==> src/task_injector_pkg.sv <==
// shared widths, limits and service codes for the task injector
// also holds the flit, address and packet-kind types
package task_injector_pkg;

    ////////////////////////////////////////
    // widths and limits
    ////////////////////////////////////////

    localparam int FLIT_W = 32;
    localparam int ADDR_W = 16;

    localparam logic [31:0] INJECTOR_ADDRESS = 32'hE000_0000;

    // task count is clamped to this value
    localparam int MAX_TASKS  = 8;
    localparam int TASK_IDX_W = 3;

    // six header flits plus one address per task
    localparam int IN_BUF_FLITS = 6 + MAX_TASKS;

    localparam int DATA_AV_FLITS   = 3;
    localparam int DESCR_HDR_FLITS = 8;
    localparam int ALLOC_HDR_FLITS = 7;

    ////////////////////////////////////////
    // service codes
    ////////////////////////////////////////

    // network services, flit 0 bits 23:16
    localparam logic [7:0] MESSAGE_DELIVERY = 8'h10;
    localparam logic [7:0] MESSAGE_REQUEST  = 8'h20;
    localparam logic [7:0] DATA_AV          = 8'h31;

    // kernel services, flit 5 bits 23:16 of a delivery
    localparam logic [7:0] TASK_ALLOCATION        = 8'h40;
    localparam logic [7:0] NEW_APP                = 8'h42;
    localparam logic [7:0] APP_ALLOCATION_REQUEST = 8'h43;
    localparam logic [7:0] APP_MAPPING_COMPLETE   = 8'h44;

    ////////////////////////////////////////
    // types
    ////////////////////////////////////////

    typedef logic [FLIT_W-1:0] flit_t;
    typedef logic [ADDR_W-1:0] addr_t;

    typedef enum logic [1:0] {
        PKT_DATA_AV    = 2'd0,
        PKT_DESCRIPTOR = 2'd1,
        PKT_TASK_ALLOC = 2'd2
    } pkt_kind_t;

endpackage

==> src/injector_ctrl.sv <==
// application sequencer of the task injector
// captures preamble and size words, counts tasks, requests packets
`timescale 1ns/1ns

module injector_ctrl (
    input  logic                                         clk_i,
    input  logic                                         rst_ni,
    input  logic                                         src_valid_i,
    output logic                                         src_ready_o,
    input  task_injector_pkg::flit_t                     src_data_i,
    output logic                                         send_valid_o,
    output task_injector_pkg::pkt_kind_t                 send_kind_o,
    input  logic                                         send_ready_i,
    input  logic                                         send_done_i,
    input  logic                                         req_event_i,
    input  logic                                         alloc_event_i,
    input  logic                                         complete_event_i,
    output task_injector_pkg::flit_t                     graph_size_o,
    output task_injector_pkg::flit_t                     app_hash_o,
    output task_injector_pkg::flit_t                     task_cnt_o,
    output task_injector_pkg::flit_t                     text_size_o,
    output task_injector_pkg::flit_t                     data_size_o,
    output task_injector_pkg::flit_t                     bss_size_o,
    output task_injector_pkg::flit_t                     entry_o,
    output logic [task_injector_pkg::TASK_IDX_W-1:0]     task_idx_o
);

    typedef enum logic [12:0] {
        ST_SIZE       = 13'h0001,
        ST_HASH       = 13'h0002,
        ST_COUNT      = 13'h0004,
        ST_DATA_AV    = 13'h0008,
        ST_WAIT_REQ   = 13'h0010,
        ST_DESCR      = 13'h0020,
        ST_WAIT_ALLOC = 13'h0040,
        ST_TEXT       = 13'h0080,
        ST_DATA       = 13'h0100,
        ST_BSS        = 13'h0200,
        ST_ENTRY      = 13'h0400,
        ST_TASK       = 13'h0800,
        ST_WAIT_DONE  = 13'h1000
    } state_t;

    state_t state_q, state_d;
    logic   take;
    logic   last_task;
    logic   req_taken_q;

    task_injector_pkg::flit_t                 task_cnt_q;
    logic [task_injector_pkg::TASK_IDX_W-1:0] task_idx_q;

    assign src_ready_o = state_q inside {ST_SIZE, ST_HASH, ST_COUNT,
                                         ST_TEXT, ST_DATA, ST_BSS, ST_ENTRY};
    assign take        = src_valid_i && src_ready_o;
    assign last_task   = (32'(task_idx_q) + 32'd1) >= task_cnt_q;

    ////////////////////////////////////////
    // sequencing
    ////////////////////////////////////////

    always_comb begin
        state_d = state_q;
        case (state_q)
            ST_SIZE:       if (take) state_d = ST_HASH;
            ST_HASH:       if (take) state_d = ST_COUNT;
            ST_COUNT:      if (take) state_d = ST_DATA_AV;
            ST_DATA_AV:    if (send_done_i) state_d = ST_WAIT_REQ;
            ST_WAIT_REQ:   if (req_event_i) state_d = ST_DESCR;
            ST_DESCR:      if (send_done_i) state_d = ST_WAIT_ALLOC;
            ST_WAIT_ALLOC: if (alloc_event_i) state_d = ST_TEXT;
            ST_TEXT:       if (take) state_d = ST_DATA;
            ST_DATA:       if (take) state_d = ST_BSS;
            ST_BSS:        if (take) state_d = ST_ENTRY;
            ST_ENTRY:      if (take) state_d = ST_TASK;
            ST_TASK: begin
                if (send_done_i) begin
                    state_d = last_task ? ST_WAIT_DONE : ST_TEXT;
                end
            end
            ST_WAIT_DONE:  if (complete_event_i) state_d = ST_SIZE;
            default:       state_d = ST_SIZE;
        endcase
    end

    always_ff @(posedge clk_i or negedge rst_ni) begin
        if (!rst_ni) begin
            state_q     <= ST_SIZE;
            task_cnt_q  <= '0;
            task_idx_q  <= '0;
            req_taken_q <= 1'b0;
        end else begin
            state_q <= state_d;
            // counts above the limit are clamped
            if (state_q == ST_COUNT && take) begin
                task_cnt_q <= (src_data_i > task_injector_pkg::MAX_TASKS)
                              ? task_injector_pkg::MAX_TASKS : src_data_i;
            end
            if (state_q == ST_WAIT_ALLOC) begin
                task_idx_q <= '0;
            end else if (state_q == ST_TASK && send_done_i && !last_task) begin
                task_idx_q <= task_idx_q + 1'b1;
            end
            if (send_done_i) begin
                req_taken_q <= 1'b0;
            end else if (send_valid_o && send_ready_i) begin
                req_taken_q <= 1'b1;
            end
        end
    end

    // preamble and size words
    always_ff @(posedge clk_i) begin
        if (take) begin
            case (state_q)
                ST_SIZE:  graph_size_o <= src_data_i;
                ST_HASH:  app_hash_o   <= src_data_i;
                ST_TEXT:  text_size_o  <= src_data_i;
                ST_DATA:  data_size_o  <= src_data_i;
                ST_BSS:   bss_size_o   <= src_data_i;
                ST_ENTRY: entry_o      <= src_data_i;
                default: ;
            endcase
        end
    end

    ////////////////////////////////////////
    // send requests
    ////////////////////////////////////////

    // one request per send state, withdrawn once the sender takes it
    assign send_valid_o = (state_q inside {ST_DATA_AV, ST_DESCR, ST_TASK}) && !req_taken_q;

    always_comb begin
        case (state_q)
            ST_DESCR: send_kind_o = task_injector_pkg::PKT_DESCRIPTOR;
            ST_TASK:  send_kind_o = task_injector_pkg::PKT_TASK_ALLOC;
            default:  send_kind_o = task_injector_pkg::PKT_DATA_AV;
        endcase
    end

    assign task_cnt_o = task_cnt_q;
    assign task_idx_o = task_idx_q;

endmodule

==> src/packet_receiver.sv <==
// packet receiver of the task injector
// buffers incoming flits, drains long packets, decodes services
`timescale 1ns/1ns

module packet_receiver (
    input  logic                                          clk_i,
    input  logic                                          rst_ni,
    input  logic                                          noc_rx_i,
    input  logic                                          noc_eop_i,
    output logic                                          noc_credit_o,
    input  task_injector_pkg::flit_t                      noc_data_i,
    output logic                                          req_event_o,
    output task_injector_pkg::addr_t                      req_addr_o,
    output logic [15:0]                                   req_port_o,
    output logic                                          alloc_event_o,
    output logic [7:0]                                    app_id_o,
    output task_injector_pkg::addr_t [task_injector_pkg::MAX_TASKS-1:0] task_addr_o,
    output logic                                          complete_event_o
);

    typedef enum logic [1:0] {
        RX_PACKET = 2'd0,
        RX_DROP   = 2'd1,
        RX_DECODE = 2'd2
    } rx_state_t;

    rx_state_t                state_q;
    task_injector_pkg::flit_t buf_q [task_injector_pkg::IN_BUF_FLITS];
    logic [3:0]               idx_q;
    logic                     fire;
    logic                     is_delivery;
    logic [7:0]               kernel_svc;

    assign noc_credit_o = (state_q != RX_DECODE);
    assign fire         = noc_rx_i && noc_credit_o;

    always_ff @(posedge clk_i or negedge rst_ni) begin
        if (!rst_ni) begin
            state_q <= RX_PACKET;
            idx_q   <= '0;
        end else begin
            case (state_q)
                RX_PACKET: begin
                    if (fire) begin
                        idx_q <= idx_q + 4'd1;
                        if (noc_eop_i) begin
                            state_q <= RX_DECODE;
                        end else if (idx_q == 4'(task_injector_pkg::IN_BUF_FLITS - 1)) begin
                            state_q <= RX_DROP;
                        end
                    end
                end
                // rest of an over-long packet is thrown away
                RX_DROP: begin
                    if (fire && noc_eop_i) begin
                        state_q <= RX_PACKET;
                        idx_q   <= '0;
                    end
                end
                default: begin
                    state_q <= RX_PACKET;
                    idx_q   <= '0;
                end
            endcase
        end
    end

    always_ff @(posedge clk_i) begin
        if (state_q == RX_PACKET && fire) begin
            buf_q[idx_q] <= noc_data_i;
        end
    end

    ////////////////////////////////////////
    // service decode
    ////////////////////////////////////////

    assign kernel_svc  = buf_q[5][23:16];
    assign is_delivery = (state_q == RX_DECODE)
                         && (buf_q[0][23:16] == task_injector_pkg::MESSAGE_DELIVERY);

    assign req_event_o      = (state_q == RX_DECODE)
                              && (buf_q[0][23:16] == task_injector_pkg::MESSAGE_REQUEST);
    assign alloc_event_o    = is_delivery
                              && (kernel_svc == task_injector_pkg::APP_ALLOCATION_REQUEST);
    assign complete_event_o = is_delivery
                              && (kernel_svc == task_injector_pkg::APP_MAPPING_COMPLETE);

    // fields stay valid after the buffer is reused
    always_ff @(posedge clk_i) begin
        if (req_event_o) begin
            req_addr_o <= buf_q[1][15:0];
            req_port_o <= buf_q[2][31:16];
        end
        if (alloc_event_o) begin
            app_id_o <= buf_q[5][31:24];
            for (int i = 0; i < task_injector_pkg::MAX_TASKS; i++) begin
                task_addr_o[i] <= buf_q[6+i][15:0];
            end
        end
    end

endmodule

==> src/packet_sender.sv <==
// packet sender of the task injector
// latches a header per request, then serialises header and source body
`timescale 1ns/1ns

module packet_sender (
    input  logic                                          clk_i,
    input  logic                                          rst_ni,
    input  task_injector_pkg::addr_t                      mapper_addr_i,
    input  logic                                          send_valid_i,
    input  task_injector_pkg::pkt_kind_t                  send_kind_i,
    output logic                                          send_ready_o,
    output logic                                          send_done_o,
    input  task_injector_pkg::flit_t                      graph_size_i,
    input  task_injector_pkg::flit_t                      app_hash_i,
    input  task_injector_pkg::flit_t                      task_cnt_i,
    input  task_injector_pkg::flit_t                      text_size_i,
    input  task_injector_pkg::flit_t                      data_size_i,
    input  task_injector_pkg::flit_t                      bss_size_i,
    input  task_injector_pkg::flit_t                      entry_i,
    input  logic [task_injector_pkg::TASK_IDX_W-1:0]      task_idx_i,
    input  task_injector_pkg::addr_t                      req_addr_i,
    input  logic [15:0]                                   req_port_i,
    input  logic [7:0]                                    app_id_i,
    input  task_injector_pkg::addr_t [task_injector_pkg::MAX_TASKS-1:0] task_addr_i,
    input  logic                                          src_valid_i,
    output logic                                          src_body_ready_o,
    input  task_injector_pkg::flit_t                      src_data_i,
    output logic                                          noc_tx_o,
    output logic                                          noc_eop_o,
    output task_injector_pkg::flit_t                      noc_data_o,
    input  logic                                          noc_credit_i
);

    task_injector_pkg::flit_t hdr_q [task_injector_pkg::DESCR_HDR_FLITS];
    task_injector_pkg::flit_t body_len_q;
    task_injector_pkg::flit_t body_cnt_q;
    task_injector_pkg::flit_t text_rnd;
    task_injector_pkg::flit_t data_rnd;
    logic [3:0]               hdr_len_q;
    logic [3:0]               idx_q;
    logic                     busy_q;
    logic                     in_body;
    logic                     last;
    logic                     fire;

    // code size in words, text and data rounded up to whole words
    assign text_rnd = (text_size_i + 32'd3) & 32'hFFFF_FFFC;
    assign data_rnd = (data_size_i + 32'd3) & 32'hFFFF_FFFC;

    assign send_ready_o = !busy_q;

    ////////////////////////////////////////
    // header latch
    ////////////////////////////////////////

    always_ff @(posedge clk_i) begin
        if (send_valid_i && send_ready_o) begin
            case (send_kind_i)
                task_injector_pkg::PKT_DESCRIPTOR: begin
                    hdr_q[0]   <= {8'h00, task_injector_pkg::MESSAGE_DELIVERY, req_addr_i};
                    hdr_q[1]   <= task_injector_pkg::INJECTOR_ADDRESS;
                    hdr_q[2]   <= {16'hFFFF, req_port_i};
                    hdr_q[3]   <= '0;
                    hdr_q[4]   <= (graph_size_i + 32'd3) << 2;
                    hdr_q[5]   <= {task_cnt_i[7:0], task_injector_pkg::NEW_APP, 16'h0000};
                    hdr_q[6]   <= task_injector_pkg::INJECTOR_ADDRESS;
                    hdr_q[7]   <= app_hash_i;
                    body_len_q <= graph_size_i;
                end
                task_injector_pkg::PKT_TASK_ALLOC: begin
                    hdr_q[0]   <= {8'h00, task_injector_pkg::TASK_ALLOCATION,
                                   task_addr_i[task_idx_i]};
                    hdr_q[1]   <= entry_i;
                    hdr_q[2]   <= text_size_i;
                    hdr_q[3]   <= data_size_i;
                    hdr_q[4]   <= bss_size_i;
                    hdr_q[5]   <= {app_id_i, 5'b0, task_idx_i, mapper_addr_i};
                    hdr_q[6]   <= '0;
                    body_len_q <= (text_rnd + data_rnd) >> 2;
                end
                default: begin
                    hdr_q[0]   <= {8'h00, task_injector_pkg::DATA_AV, mapper_addr_i};
                    hdr_q[1]   <= task_injector_pkg::INJECTOR_ADDRESS;
                    hdr_q[2]   <= {16'hFFFF, 16'h0000};
                    body_len_q <= '0;
                end
            endcase
        end
    end

    ////////////////////////////////////////
    // serialisation
    ////////////////////////////////////////

    assign in_body          = busy_q && (idx_q == hdr_len_q);
    assign src_body_ready_o = in_body && noc_credit_i;
    assign noc_tx_o         = busy_q && (in_body ? src_valid_i : 1'b1);
    assign noc_data_o       = in_body ? src_data_i : hdr_q[idx_q[2:0]];
    assign fire             = noc_tx_o && noc_credit_i;

    // last header flit ends the packet when the body is empty
    assign last = in_body ? (body_cnt_q == body_len_q - 32'd1)
                          : (idx_q == hdr_len_q - 4'd1 && body_len_q == '0);

    assign noc_eop_o   = noc_tx_o && last;
    assign send_done_o = fire && last;

    always_ff @(posedge clk_i or negedge rst_ni) begin
        if (!rst_ni) begin
            busy_q     <= 1'b0;
            hdr_len_q  <= '0;
            idx_q      <= '0;
            body_cnt_q <= '0;
        end else if (send_valid_i && send_ready_o) begin
            busy_q     <= 1'b1;
            idx_q      <= '0;
            body_cnt_q <= '0;
            case (send_kind_i)
                task_injector_pkg::PKT_DESCRIPTOR:
                    hdr_len_q <= 4'(task_injector_pkg::DESCR_HDR_FLITS);
                task_injector_pkg::PKT_TASK_ALLOC:
                    hdr_len_q <= 4'(task_injector_pkg::ALLOC_HDR_FLITS);
                default:
                    hdr_len_q <= 4'(task_injector_pkg::DATA_AV_FLITS);
            endcase
        end else if (fire) begin
            if (last) begin
                busy_q <= 1'b0;
            end
            if (in_body) begin
                body_cnt_q <= body_cnt_q + 32'd1;
            end else begin
                idx_q <= idx_q + 4'd1;
            end
        end
    end

endmodule

==> src/task_injector.sv <==
// top level of the task injector
// sequencer, sender and receiver between a source port and the NoC
`timescale 1ns/1ns

module task_injector (
    input  logic                     clk_i,
    input  logic                     rst_ni,
    input  task_injector_pkg::addr_t mapper_addr_i,
    input  logic                     src_valid_i,
    output logic                     src_ready_o,
    input  task_injector_pkg::flit_t src_data_i,
    output logic                     noc_tx_o,
    output logic                     noc_eop_o,
    output task_injector_pkg::flit_t noc_data_o,
    input  logic                     noc_credit_i,
    input  logic                     noc_rx_i,
    input  logic                     noc_eop_i,
    input  task_injector_pkg::flit_t noc_data_i,
    output logic                     noc_credit_o
);

    logic                         ctrl_src_ready, body_src_ready;
    logic                         send_valid, send_ready, send_done;
    task_injector_pkg::pkt_kind_t send_kind;
    task_injector_pkg::flit_t     graph_size, app_hash, task_cnt;
    task_injector_pkg::flit_t     text_size, data_size, bss_size, entry;
    logic [task_injector_pkg::TASK_IDX_W-1:0] task_idx;

    logic                         req_event, alloc_event, complete_event;
    task_injector_pkg::addr_t     req_addr;
    logic [15:0]                  req_port;
    logic [7:0]                   app_id;
    task_injector_pkg::addr_t [task_injector_pkg::MAX_TASKS-1:0] task_addr;

    // the sequencer never reads the source during a packet body
    assign src_ready_o = ctrl_src_ready | body_src_ready;

    injector_ctrl u_ctrl (
        .clk_i, .rst_ni, .src_valid_i, .src_ready_o(ctrl_src_ready), .src_data_i,
        .send_valid_o(send_valid), .send_kind_o(send_kind), .send_ready_i(send_ready),
        .send_done_i(send_done), .req_event_i(req_event), .alloc_event_i(alloc_event),
        .complete_event_i(complete_event), .graph_size_o(graph_size),
        .app_hash_o(app_hash), .task_cnt_o(task_cnt), .text_size_o(text_size),
        .data_size_o(data_size), .bss_size_o(bss_size), .entry_o(entry),
        .task_idx_o(task_idx)
    );

    packet_sender u_sender (
        .clk_i, .rst_ni, .mapper_addr_i, .send_valid_i(send_valid),
        .send_kind_i(send_kind), .send_ready_o(send_ready), .send_done_o(send_done),
        .graph_size_i(graph_size), .app_hash_i(app_hash), .task_cnt_i(task_cnt),
        .text_size_i(text_size), .data_size_i(data_size), .bss_size_i(bss_size),
        .entry_i(entry), .task_idx_i(task_idx), .req_addr_i(req_addr),
        .req_port_i(req_port), .app_id_i(app_id), .task_addr_i(task_addr),
        .src_valid_i, .src_body_ready_o(body_src_ready), .src_data_i,
        .noc_tx_o, .noc_eop_o, .noc_data_o, .noc_credit_i
    );

    packet_receiver u_receiver (
        .clk_i, .rst_ni, .noc_rx_i, .noc_eop_i, .noc_credit_o, .noc_data_i,
        .req_event_o(req_event), .req_addr_o(req_addr), .req_port_o(req_port),
        .alloc_event_o(alloc_event), .app_id_o(app_id), .task_addr_o(task_addr),
        .complete_event_o(complete_event)
    );

endmodule

==> config.mk <==
export PLATFORM = sky130hd
export DESIGN_NAME = task_injector
export DESIGN_NICKNAME = d
export VERILOG_FILES = /design/src/task_injector_pkg.sv /design/src/injector_ctrl.sv /design/src/packet_receiver.sv /design/src/packet_sender.sv /design/src/task_injector.sv
export SDC_FILE = /design/constraint.sdc
export NUM_CORES = 1
export LEC_CHECK = 0
export ABC_CLOCK_PERIOD_IN_PS = 15300
export BUFFER_PORTS_ARGS = -buffer_cell sky130_fd_sc_hd__buf_2
export CAP_MARGIN = 20
export CORE_UTILIZATION = 35
export CTS_BUF_LIST = sky130_fd_sc_hd__clkbuf_2 sky130_fd_sc_hd__clkbuf_4 sky130_fd_sc_hd__clkbuf_8
export DETAILED_ROUTE_END_ITERATION = 7
export PLACE_DENSITY = 0.56
export SYNTH_ARGS = -nofsm -noshare
export SYNTH_HDL_FRONTEND = slang
export SYNTH_SLANG_ARGS = --single-unit
==> constraint.sdc <==
create_clock -name clk_i -period 15.3 [get_ports clk_i]
set_input_delay 0.765 -clock clk_i [delete_from_list [all_inputs] [get_ports clk_i]]
set_output_delay 0.765 -clock clk_i [all_outputs]
set_load 0.01 [all_outputs]
==> results.toml, run 1 <==
[logic_synthesis]
synth_area_leaders = "edfxtp_1 (63%), dfrtp_1 (6.3%), mux4_2 (3.0%)"
ys_types = 82
synthesis.nets = 2752
synth_top_family_by_area = "simple AND/OR/NAND/NOR gates"
yosys.area_share.adder = 0.0163
yosys.area.top_type_share = 0.627
synth_top_flop_cell = "edfxtp_1"
netlist_area_mm2 = 0.0374
synth-simple-area-share = 0.112
synthXorXnorAreaFrac = 0.0434
synth-edff-count = 780
ys_ff_latch = 879
synth_warnings = 0
ys_seq_area_frac = 0.692
yosys-mux-area-fraction = 0.0484
synth_compound_area_frac = 0.0690
syn_inst = 2618
postSynthAreaPerCell_um2 = 14.3
async_flop_share = 0.108
synth_area_leader_cell = "edfxtp_1"

[clock_tree]
cts_resized = 0
clk_pin_slew_worst_paths_ns = 0.07
clkLatencyLatePin_ns = 0.83
hold_buffers = 1
clk_path_buf_depth = 3
cts_buffers = 145
cts_root_buf = "clkbuf_8"
cts_tree = "yes"
clock-sinks = 879
h-tree-depth = 4
post_cts_buffers = 0

[setup_path]
critPathLaunch = "u_sender.idx_q[0]$_DFFE_PN0P_"
endpoint = "noc_eop_o"
r2r_start = "u_sender.idx_q[0]$_DFFE_PN0P_"
reg2reg_slack_ns = 10.27
critPathMaxFanout = 37
reg2reg_depth = 11
cp_data_arrival_time_ns = 4.91
required_ns = 14.53
cp-end-kind = "output port"
crit_type = "register to output port"
rr_endpoint = "u_sender.body_cnt_q[30]$_DFFE_PN0P_"
cp-start-kind = "register"

[worst_hold_path]
min_path_type = "input pin to register"
min-delay-start = "noc_data_i[30]"
holdPathStages = 1

[timing]
skew_ns = 0.0389
hold_viol_final = 0
period_minus_slack_ns = 5.68
finalCritPeriodShare = 0.371
tightest_slew_ns = 1.13
slew_headroom = 0.248
setup_viol = 0
tns_ns = 0
max_freq_mhz = 176
slew_viol_final = 0
rsz0062_at_grt = "no"

[grt]
grt_pass1_wl_mm = 147
grt_max_degree = 86
grt_use_total = 0.184
grt_pass1_vias = 22928
antenna_found_initial = 24
grt_overflow = 0

[drt]
drt_first_pass_iters = 8
final_antenna_net_count = 0
vias_per_cell = 5.22
drt_iter0_markers = 1845
num_vias = 22565
routedWlPerCell_um = 22.9
wl_mm = 99.1
remaining_drc_errors = 14

[floorplan]
num_rows = 119
die_area_mm2 = 0.108
die_h_um = 329
die_x_um = 329
core_mm2 = 0.106
initial_core_util = 0.354
ioPinCount = 122

[finish]
largestRegisters = "u_sender.hdr_q (208), u_receiver.buf_q (184), u_receiver.task_addr_o (128)"
mostFrequentLayoutCells = "edfxtp_1 (780), nor2_1 (203), nand2_1 (189), clkbuf_8 (149), o21ai_0 (126)"
syn2layout_area_growth_pct = 13.9
top_register = "u_sender.hdr_q"
final-instance-count-excl-fill = 4320
n_fill_cell = 9702
fin_nets = 2937
largest_reg_flops = 208
layout_commonest_cell = "edfxtp_1"
drive_above_1_share = 0.171

[placement]
dp_cells = 4045
routabilityCongestion = 0.883
dp_hpwl_mm = 65.5
io_buffers = 121

[pwr]
leakage_nw = 14.6
power.density_mw_per_mm2 = 121
irDropWorstVdd_v = 0.0000920

[run_status]
violations = "DRC"
status = "finished with violations"

[run]
maxCapViolations = 0
## worst max-delay path, stage by stage, from the launching register on
cell and delay, ns:
dfrtp_4 0.85, buf_4 0.60, and3_1 0.24, o2111a_2 0.58, and4_1 0.29, o2111ai_1 0.13, nor4_1 0.37, and4_1 0.25
and4_4 0.27, o21a_1 0.20, buf_2 0.16
## cell usage after synthesis, types with 14 or more instances
cell type,number
nor3_1,35
ha_1,47
and4_1,14
xnor2_1,94
and2_1,79
inv_1,47
and3_1,78
dfrtp_1,94
or3_1,32
nand4_1,26
mux4_2,50
nor2b_1,15
a21o_1,24
nor2_1,204
o211ai_1,20
mux2i_1,49
o21ai_0,126
nand2_1,190
a21oi_1,72
nor4_1,30
nand3_1,69
buf_1,18
mux2_2,15
a22oi_1,20
a211oi_1,29
clkbuf_1,96
edfxtp_1,780
nand2b_1,14
a22o_1,21
xor2_1,91
## worst min-delay path by stage
stage | end
after floorplan | u_receiver.app_id_o[0]$_DFFE_PP_
after global placement | u_receiver.task_addr_o[62]$_DFFE_PP_
after detailed placement | u_receiver.req_port_o[12]$_DFFE_PP_
after CTS | u_receiver.buf_q[5][30]$_DFFE_PP_
after global routing | u_receiver.buf_q[2][30]$_DFFE_PP_
final | u_receiver.buf_q[5][30]$_DFFE_PP_
## layout make-up
cell class	instances	area (um2)	share of cell area
diodes	4	10.0	0.000235
clock buffers	200	2430	0.0572
clock inverters	69	520	0.0122
inverters	48	183	0.00429
multi-input cells	1569	10900	0.256
flip-flops and latches	879	25900	0.608
well taps	1391	1740	0.0409
repair buffers	160	905	0.0212
## power breakdown
| part | leakage, nW | switching, mW | internal, mW |
|---|---|---|---|
| logic | 4.82 | 0.200 | 0.0900 |
| clock network | 1.55 | 0.980 | 1.12 |
| registers | 8.23 | 0.0690 | 2.71 |
| total | 14.6 | 1.25 | 3.92 |
## cells by family (layout without fill, tap and decap cells)
logic type	count (synthesis)	after routing
DFF	879	879
and+or+nand+nor	827	827
AOI/OAI and AO/OA	393	393
muxes	116	116
adders and majority gates	48	48
buffers and inverters	170	477
other	0	4
xor gates and xnor gates	185	185
## metrics by stage
stage	hold WS, ns	setup WS [ns]	util	instance area, um2	total power [mW]
4_1_cts	0.0936	9.50	0.403	42600	5.23
2_1_floorplan	0.400	3.24	-	37400	2.96
3_5_place_dp	0.405	10.28	0.375	39600	3.12
3_3_place_gp	0.400	10.33	0.375	39600	3.10
5_1_grt	0.122	9.28	0.403	42600	5.36
6_report	0.164	9.62	0.403	42600	5.17
## per-layer routing
metal | vias up | share of wire | global-route usage
li1 | 10274 | - | -
met1 | 11323 | 0.43 | 0.242
met2 | 763 | 0.48 | 0.303
met3 | 175 | 0.066 | 0.0423
met4 | 30 | 0.020 | 0.0535
met5 | - | 0.0021 | 0
No activity file was read; power rests on OpenSTA's default activity.
==> run 2: changes to the inputs <==
--- a/config.mk
+++ b/config.mk
@@ -5,13 +5,13 @@
 export SDC_FILE = /design/constraint.sdc
 export NUM_CORES = 1
 export LEC_CHECK = 0
-export ABC_CLOCK_PERIOD_IN_PS = 15300
+export ABC_CLOCK_PERIOD_IN_PS = 5200
 export BUFFER_PORTS_ARGS = -buffer_cell sky130_fd_sc_hd__buf_2
 export CAP_MARGIN = 20
 export CORE_UTILIZATION = 35
 export CTS_BUF_LIST = sky130_fd_sc_hd__clkbuf_2 sky130_fd_sc_hd__clkbuf_4 sky130_fd_sc_hd__clkbuf_8
 export DETAILED_ROUTE_END_ITERATION = 7
-export PLACE_DENSITY = 0.56
+export PLACE_DENSITY = 0.58
 export SYNTH_ARGS = -nofsm -noshare
 export SYNTH_HDL_FRONTEND = slang
 export SYNTH_SLANG_ARGS = --single-unit
==> constraint.sdc (replaced) <==
create_clock -name clk_i -period 5.2 [get_ports clk_i]
set_input_delay 0.26 -clock clk_i [delete_from_list [all_inputs] [get_ports clk_i]]
set_output_delay 0.26 -clock clk_i [all_outputs]
set_load 0.01 [all_outputs]
==> run 2 against run 1 <==
Compared with the run above: the run still ends with DRC left; largest cell class unchanged; sequential power rose to 2.9 times the previous value; non-clock buffer count up 98; first-iteration DRC count up 6.2%; sequential share of layout area down 1.5 points; setup slack worse by 9.3 ns; largest power group unchanged; clock power rose to 3.0 times the previous value; global-route usage down 0.21 points; utilization up 1.1 points.
==> results.toml, run 2 (same netlist as run 1, synthesis figures left out) <==
[placement]
placed_area_mm2 = 0.0398
routabilityCongestion = 0.880
io_buffers = 121
dp_hpwl_mm = 64.6

[drt]
routedWlPerCell_um = 22.4
drt_iter0_markers = 1960
remaining_drc_errors = 6
drt_first_pass_iters = 8
wl_mm = 98.8
vias_per_cell = 5.13
final_antenna_net_count = 0
num_vias = 22634

[setup_path]
crit_type = "register to register"
cp_slowest_cell = "nor2_1"
path_delay_family = "simple AND/OR/NAND/NOR gates"
critPathMaxFanout = 5
crit_chain = "o21a_1 -> nand4_1 -> nor2_1 -> nand4_1 -> nor2_1 -> nand3_1 -> xnor2_1 -> ha_1 -> and3_1 -> and4_1 -> nand2_1 -> o21ai_0 -> buf_4 -> a41o_1 -> nand3_1 -> a311oi_1 -> a31oi_1 -> xnor2_1 -> a22o_1"
cpPeakStageDelay_ns = 0.47
reg2reg_slack_ns = 0.35
cp_data_arrival_time_ns = 5.39
cp-start-kind = "register"
endpoint = "u_sender.body_len_q[28]$_DFFE_PP_"
cp-end-kind = "register"
crit_cells = 19
r2r_start = "u_ctrl.text_size_o[1]$_DFFE_PP_"
reg2reg_depth = 19
rr_endpoint = "u_sender.body_len_q[28]$_DFFE_PP_"
critPathLaunch = "u_ctrl.text_size_o[1]$_DFFE_PP_"
cp.buffers_inverters = 1
required_ns = 5.74

[clock_tree]
cts_buffers = 147
clock-sinks = 879
clkLatencyLatePin_ns = 0.81
h-tree-depth = 4
cts_resized = 0
post_cts_buffers = 0
clk_path_buf_depth = 3
cts_root_buf = "clkbuf_8"
hold_buffers = 86
cts_tree = "yes"
clk_pin_slew_worst_paths_ns = 0.06

[pwr]
irDropWorstVdd_v = 0.000247
p_total_mw = 15.4
power.density_mw_per_mm2 = 351
leakage_nw = 15.1

[finish]
largestRegisters = "u_sender.hdr_q (208), u_receiver.buf_q (184), u_receiver.task_addr_o (128)"
layout_commonest_cell = "edfxtp_1"
multi_input_area_mm2 = 0.0109
largest_reg_flops = 208
fin_nets = 3037
mostFrequentLayoutCells = "edfxtp_1 (780), nor2_1 (202), nand2_1 (189), clkbuf_8 (153), o21ai_0 (126)"
final_area_mm2 = 0.0437
drive_above_1_share = 0.172
syn2layout_area_growth_pct = 16.9
n_fill_cell = 9571
post-route-util = 0.414
seqCellArea_mm2 = 0.0259
top_register = "u_sender.hdr_q"

[run]
maxCapViolations = 0

[timing]
skew_ns = 0.0504
tightest_slew_ns = 1.09
period_minus_slack_ns = 4.85
slew_viol_final = 0
slew_headroom = 0.272
hold_ws_ns = 0.138
setup_viol = 0
hold_viol_final = 0
rsz0062_at_grt = "no"
finalCritPeriodShare = 0.933
max_freq_mhz = 206
tns_ns = 0

[grt]
grt_pass1_wl_mm = 145
grt_overflow = 0
grt_use_total = 0.182
antenna_found_initial = 7
grt_max_degree = 137
grt_pass1_vias = 22022

[floorplan]
die_h_um = 329
num_rows = 119
die_x_um = 329
initial_core_util = 0.354
ioPinCount = 122
die_area_mm2 = 0.108
core_mm2 = 0.106

[run_status]
status = "finished with violations"
violations = "DRC"

[worst_hold_path]
min_path_type = "input pin to async pin"
## run 2: cell types whose count changed in the layout (fill, tap and decap cells not counted), sizes merged
cell / change
buf: +13
clkbuf: +4
clkinvlp: -2
inv: -1
bufinv: +2
clkinv: -4
diode: -1
dlygate4sd3: +85
## run 2: final cells by class
cell class / count / share of cell area
Clock inverter: 64 / 0.0124
Sequential cell: 879 / 0.593
Antenna cell: 3 / 0.000172
Clock buffer: 204 / 0.0570
Tap cell: 1391 / 0.0398
Timing Repair Buffer: 258 / 0.0441
Inverter: 48 / 0.00418
Multi-Input combinational cell: 1569 / 0.250
## run 2: worst register-to-register path, stage by stage, from the launching register on
cell and delay (ns):
edfxtp_1 0.37, o21a_1 0.24, nand4_1 0.22, nor2_1 0.47, nand4_1 0.25, nor2_1 0.26, nand3_1 0.12, xnor2_1 0.15
ha_1 0.37, and3_1 0.21, and4_1 0.27, nand2_1 0.06, o21ai_0 0.18, buf_4 0.16, a41o_1 0.24, nand3_1 0.12
a311oi_1 0.40, a31oi_1 0.17, xnor2_1 0.15, a22o_1 0.19
## run 2: how the worst min path moves through the flow
stage	from	endpoint	slack (ns)	cells past startpoint
after floorplan	rst_ni	u_ctrl.req_taken_q$_DFFE_PN0P_	-0.04	0
after global placement	rst_ni	u_ctrl.task_cnt_o[16]$_DFFE_PN0P_	0.39	1
after detailed placement	rst_ni	u_ctrl.task_cnt_o[16]$_DFFE_PN0P_	0.39	1
after CTS	noc_data_i[21]	u_receiver.buf_q[5][21]$_DFFE_PP_	0.11	2
after global routing	noc_data_i[21]	u_receiver.buf_q[0][21]$_DFFE_PP_	0.14	2
final	rst_ni	u_ctrl.task_cnt_o[16]$_DFFE_PN0P_	0.14	2
## run 2: routing by layer
layer / wire (um) / track usage / up-vias
met4: 2220 / 0.0533 / 4
met3: 5840 / 0.0370 / 142
met1: 43200 / 0.250 / 11331
met5: 15 / 0 / -
li1: - / - / 10486
met2: 47500 / 0.292 / 671
## run 2: through the flow
stage,instances,setup WS [ns]
finish,4416,0.347
global route,4414,0.00526
detailed placement,4059,0.434
floorplan,2618,-0.352
CTS,4413,0.389
global placement,4057,0.502
## run 2: power by group
group	switching, mW	internal (mW)	total (mW)
sequential	0.193	7.98	8.17
clock	2.85	3.44	6.29
combinational	0.578	0.314	0.892
total	3.62	11.7	15.4
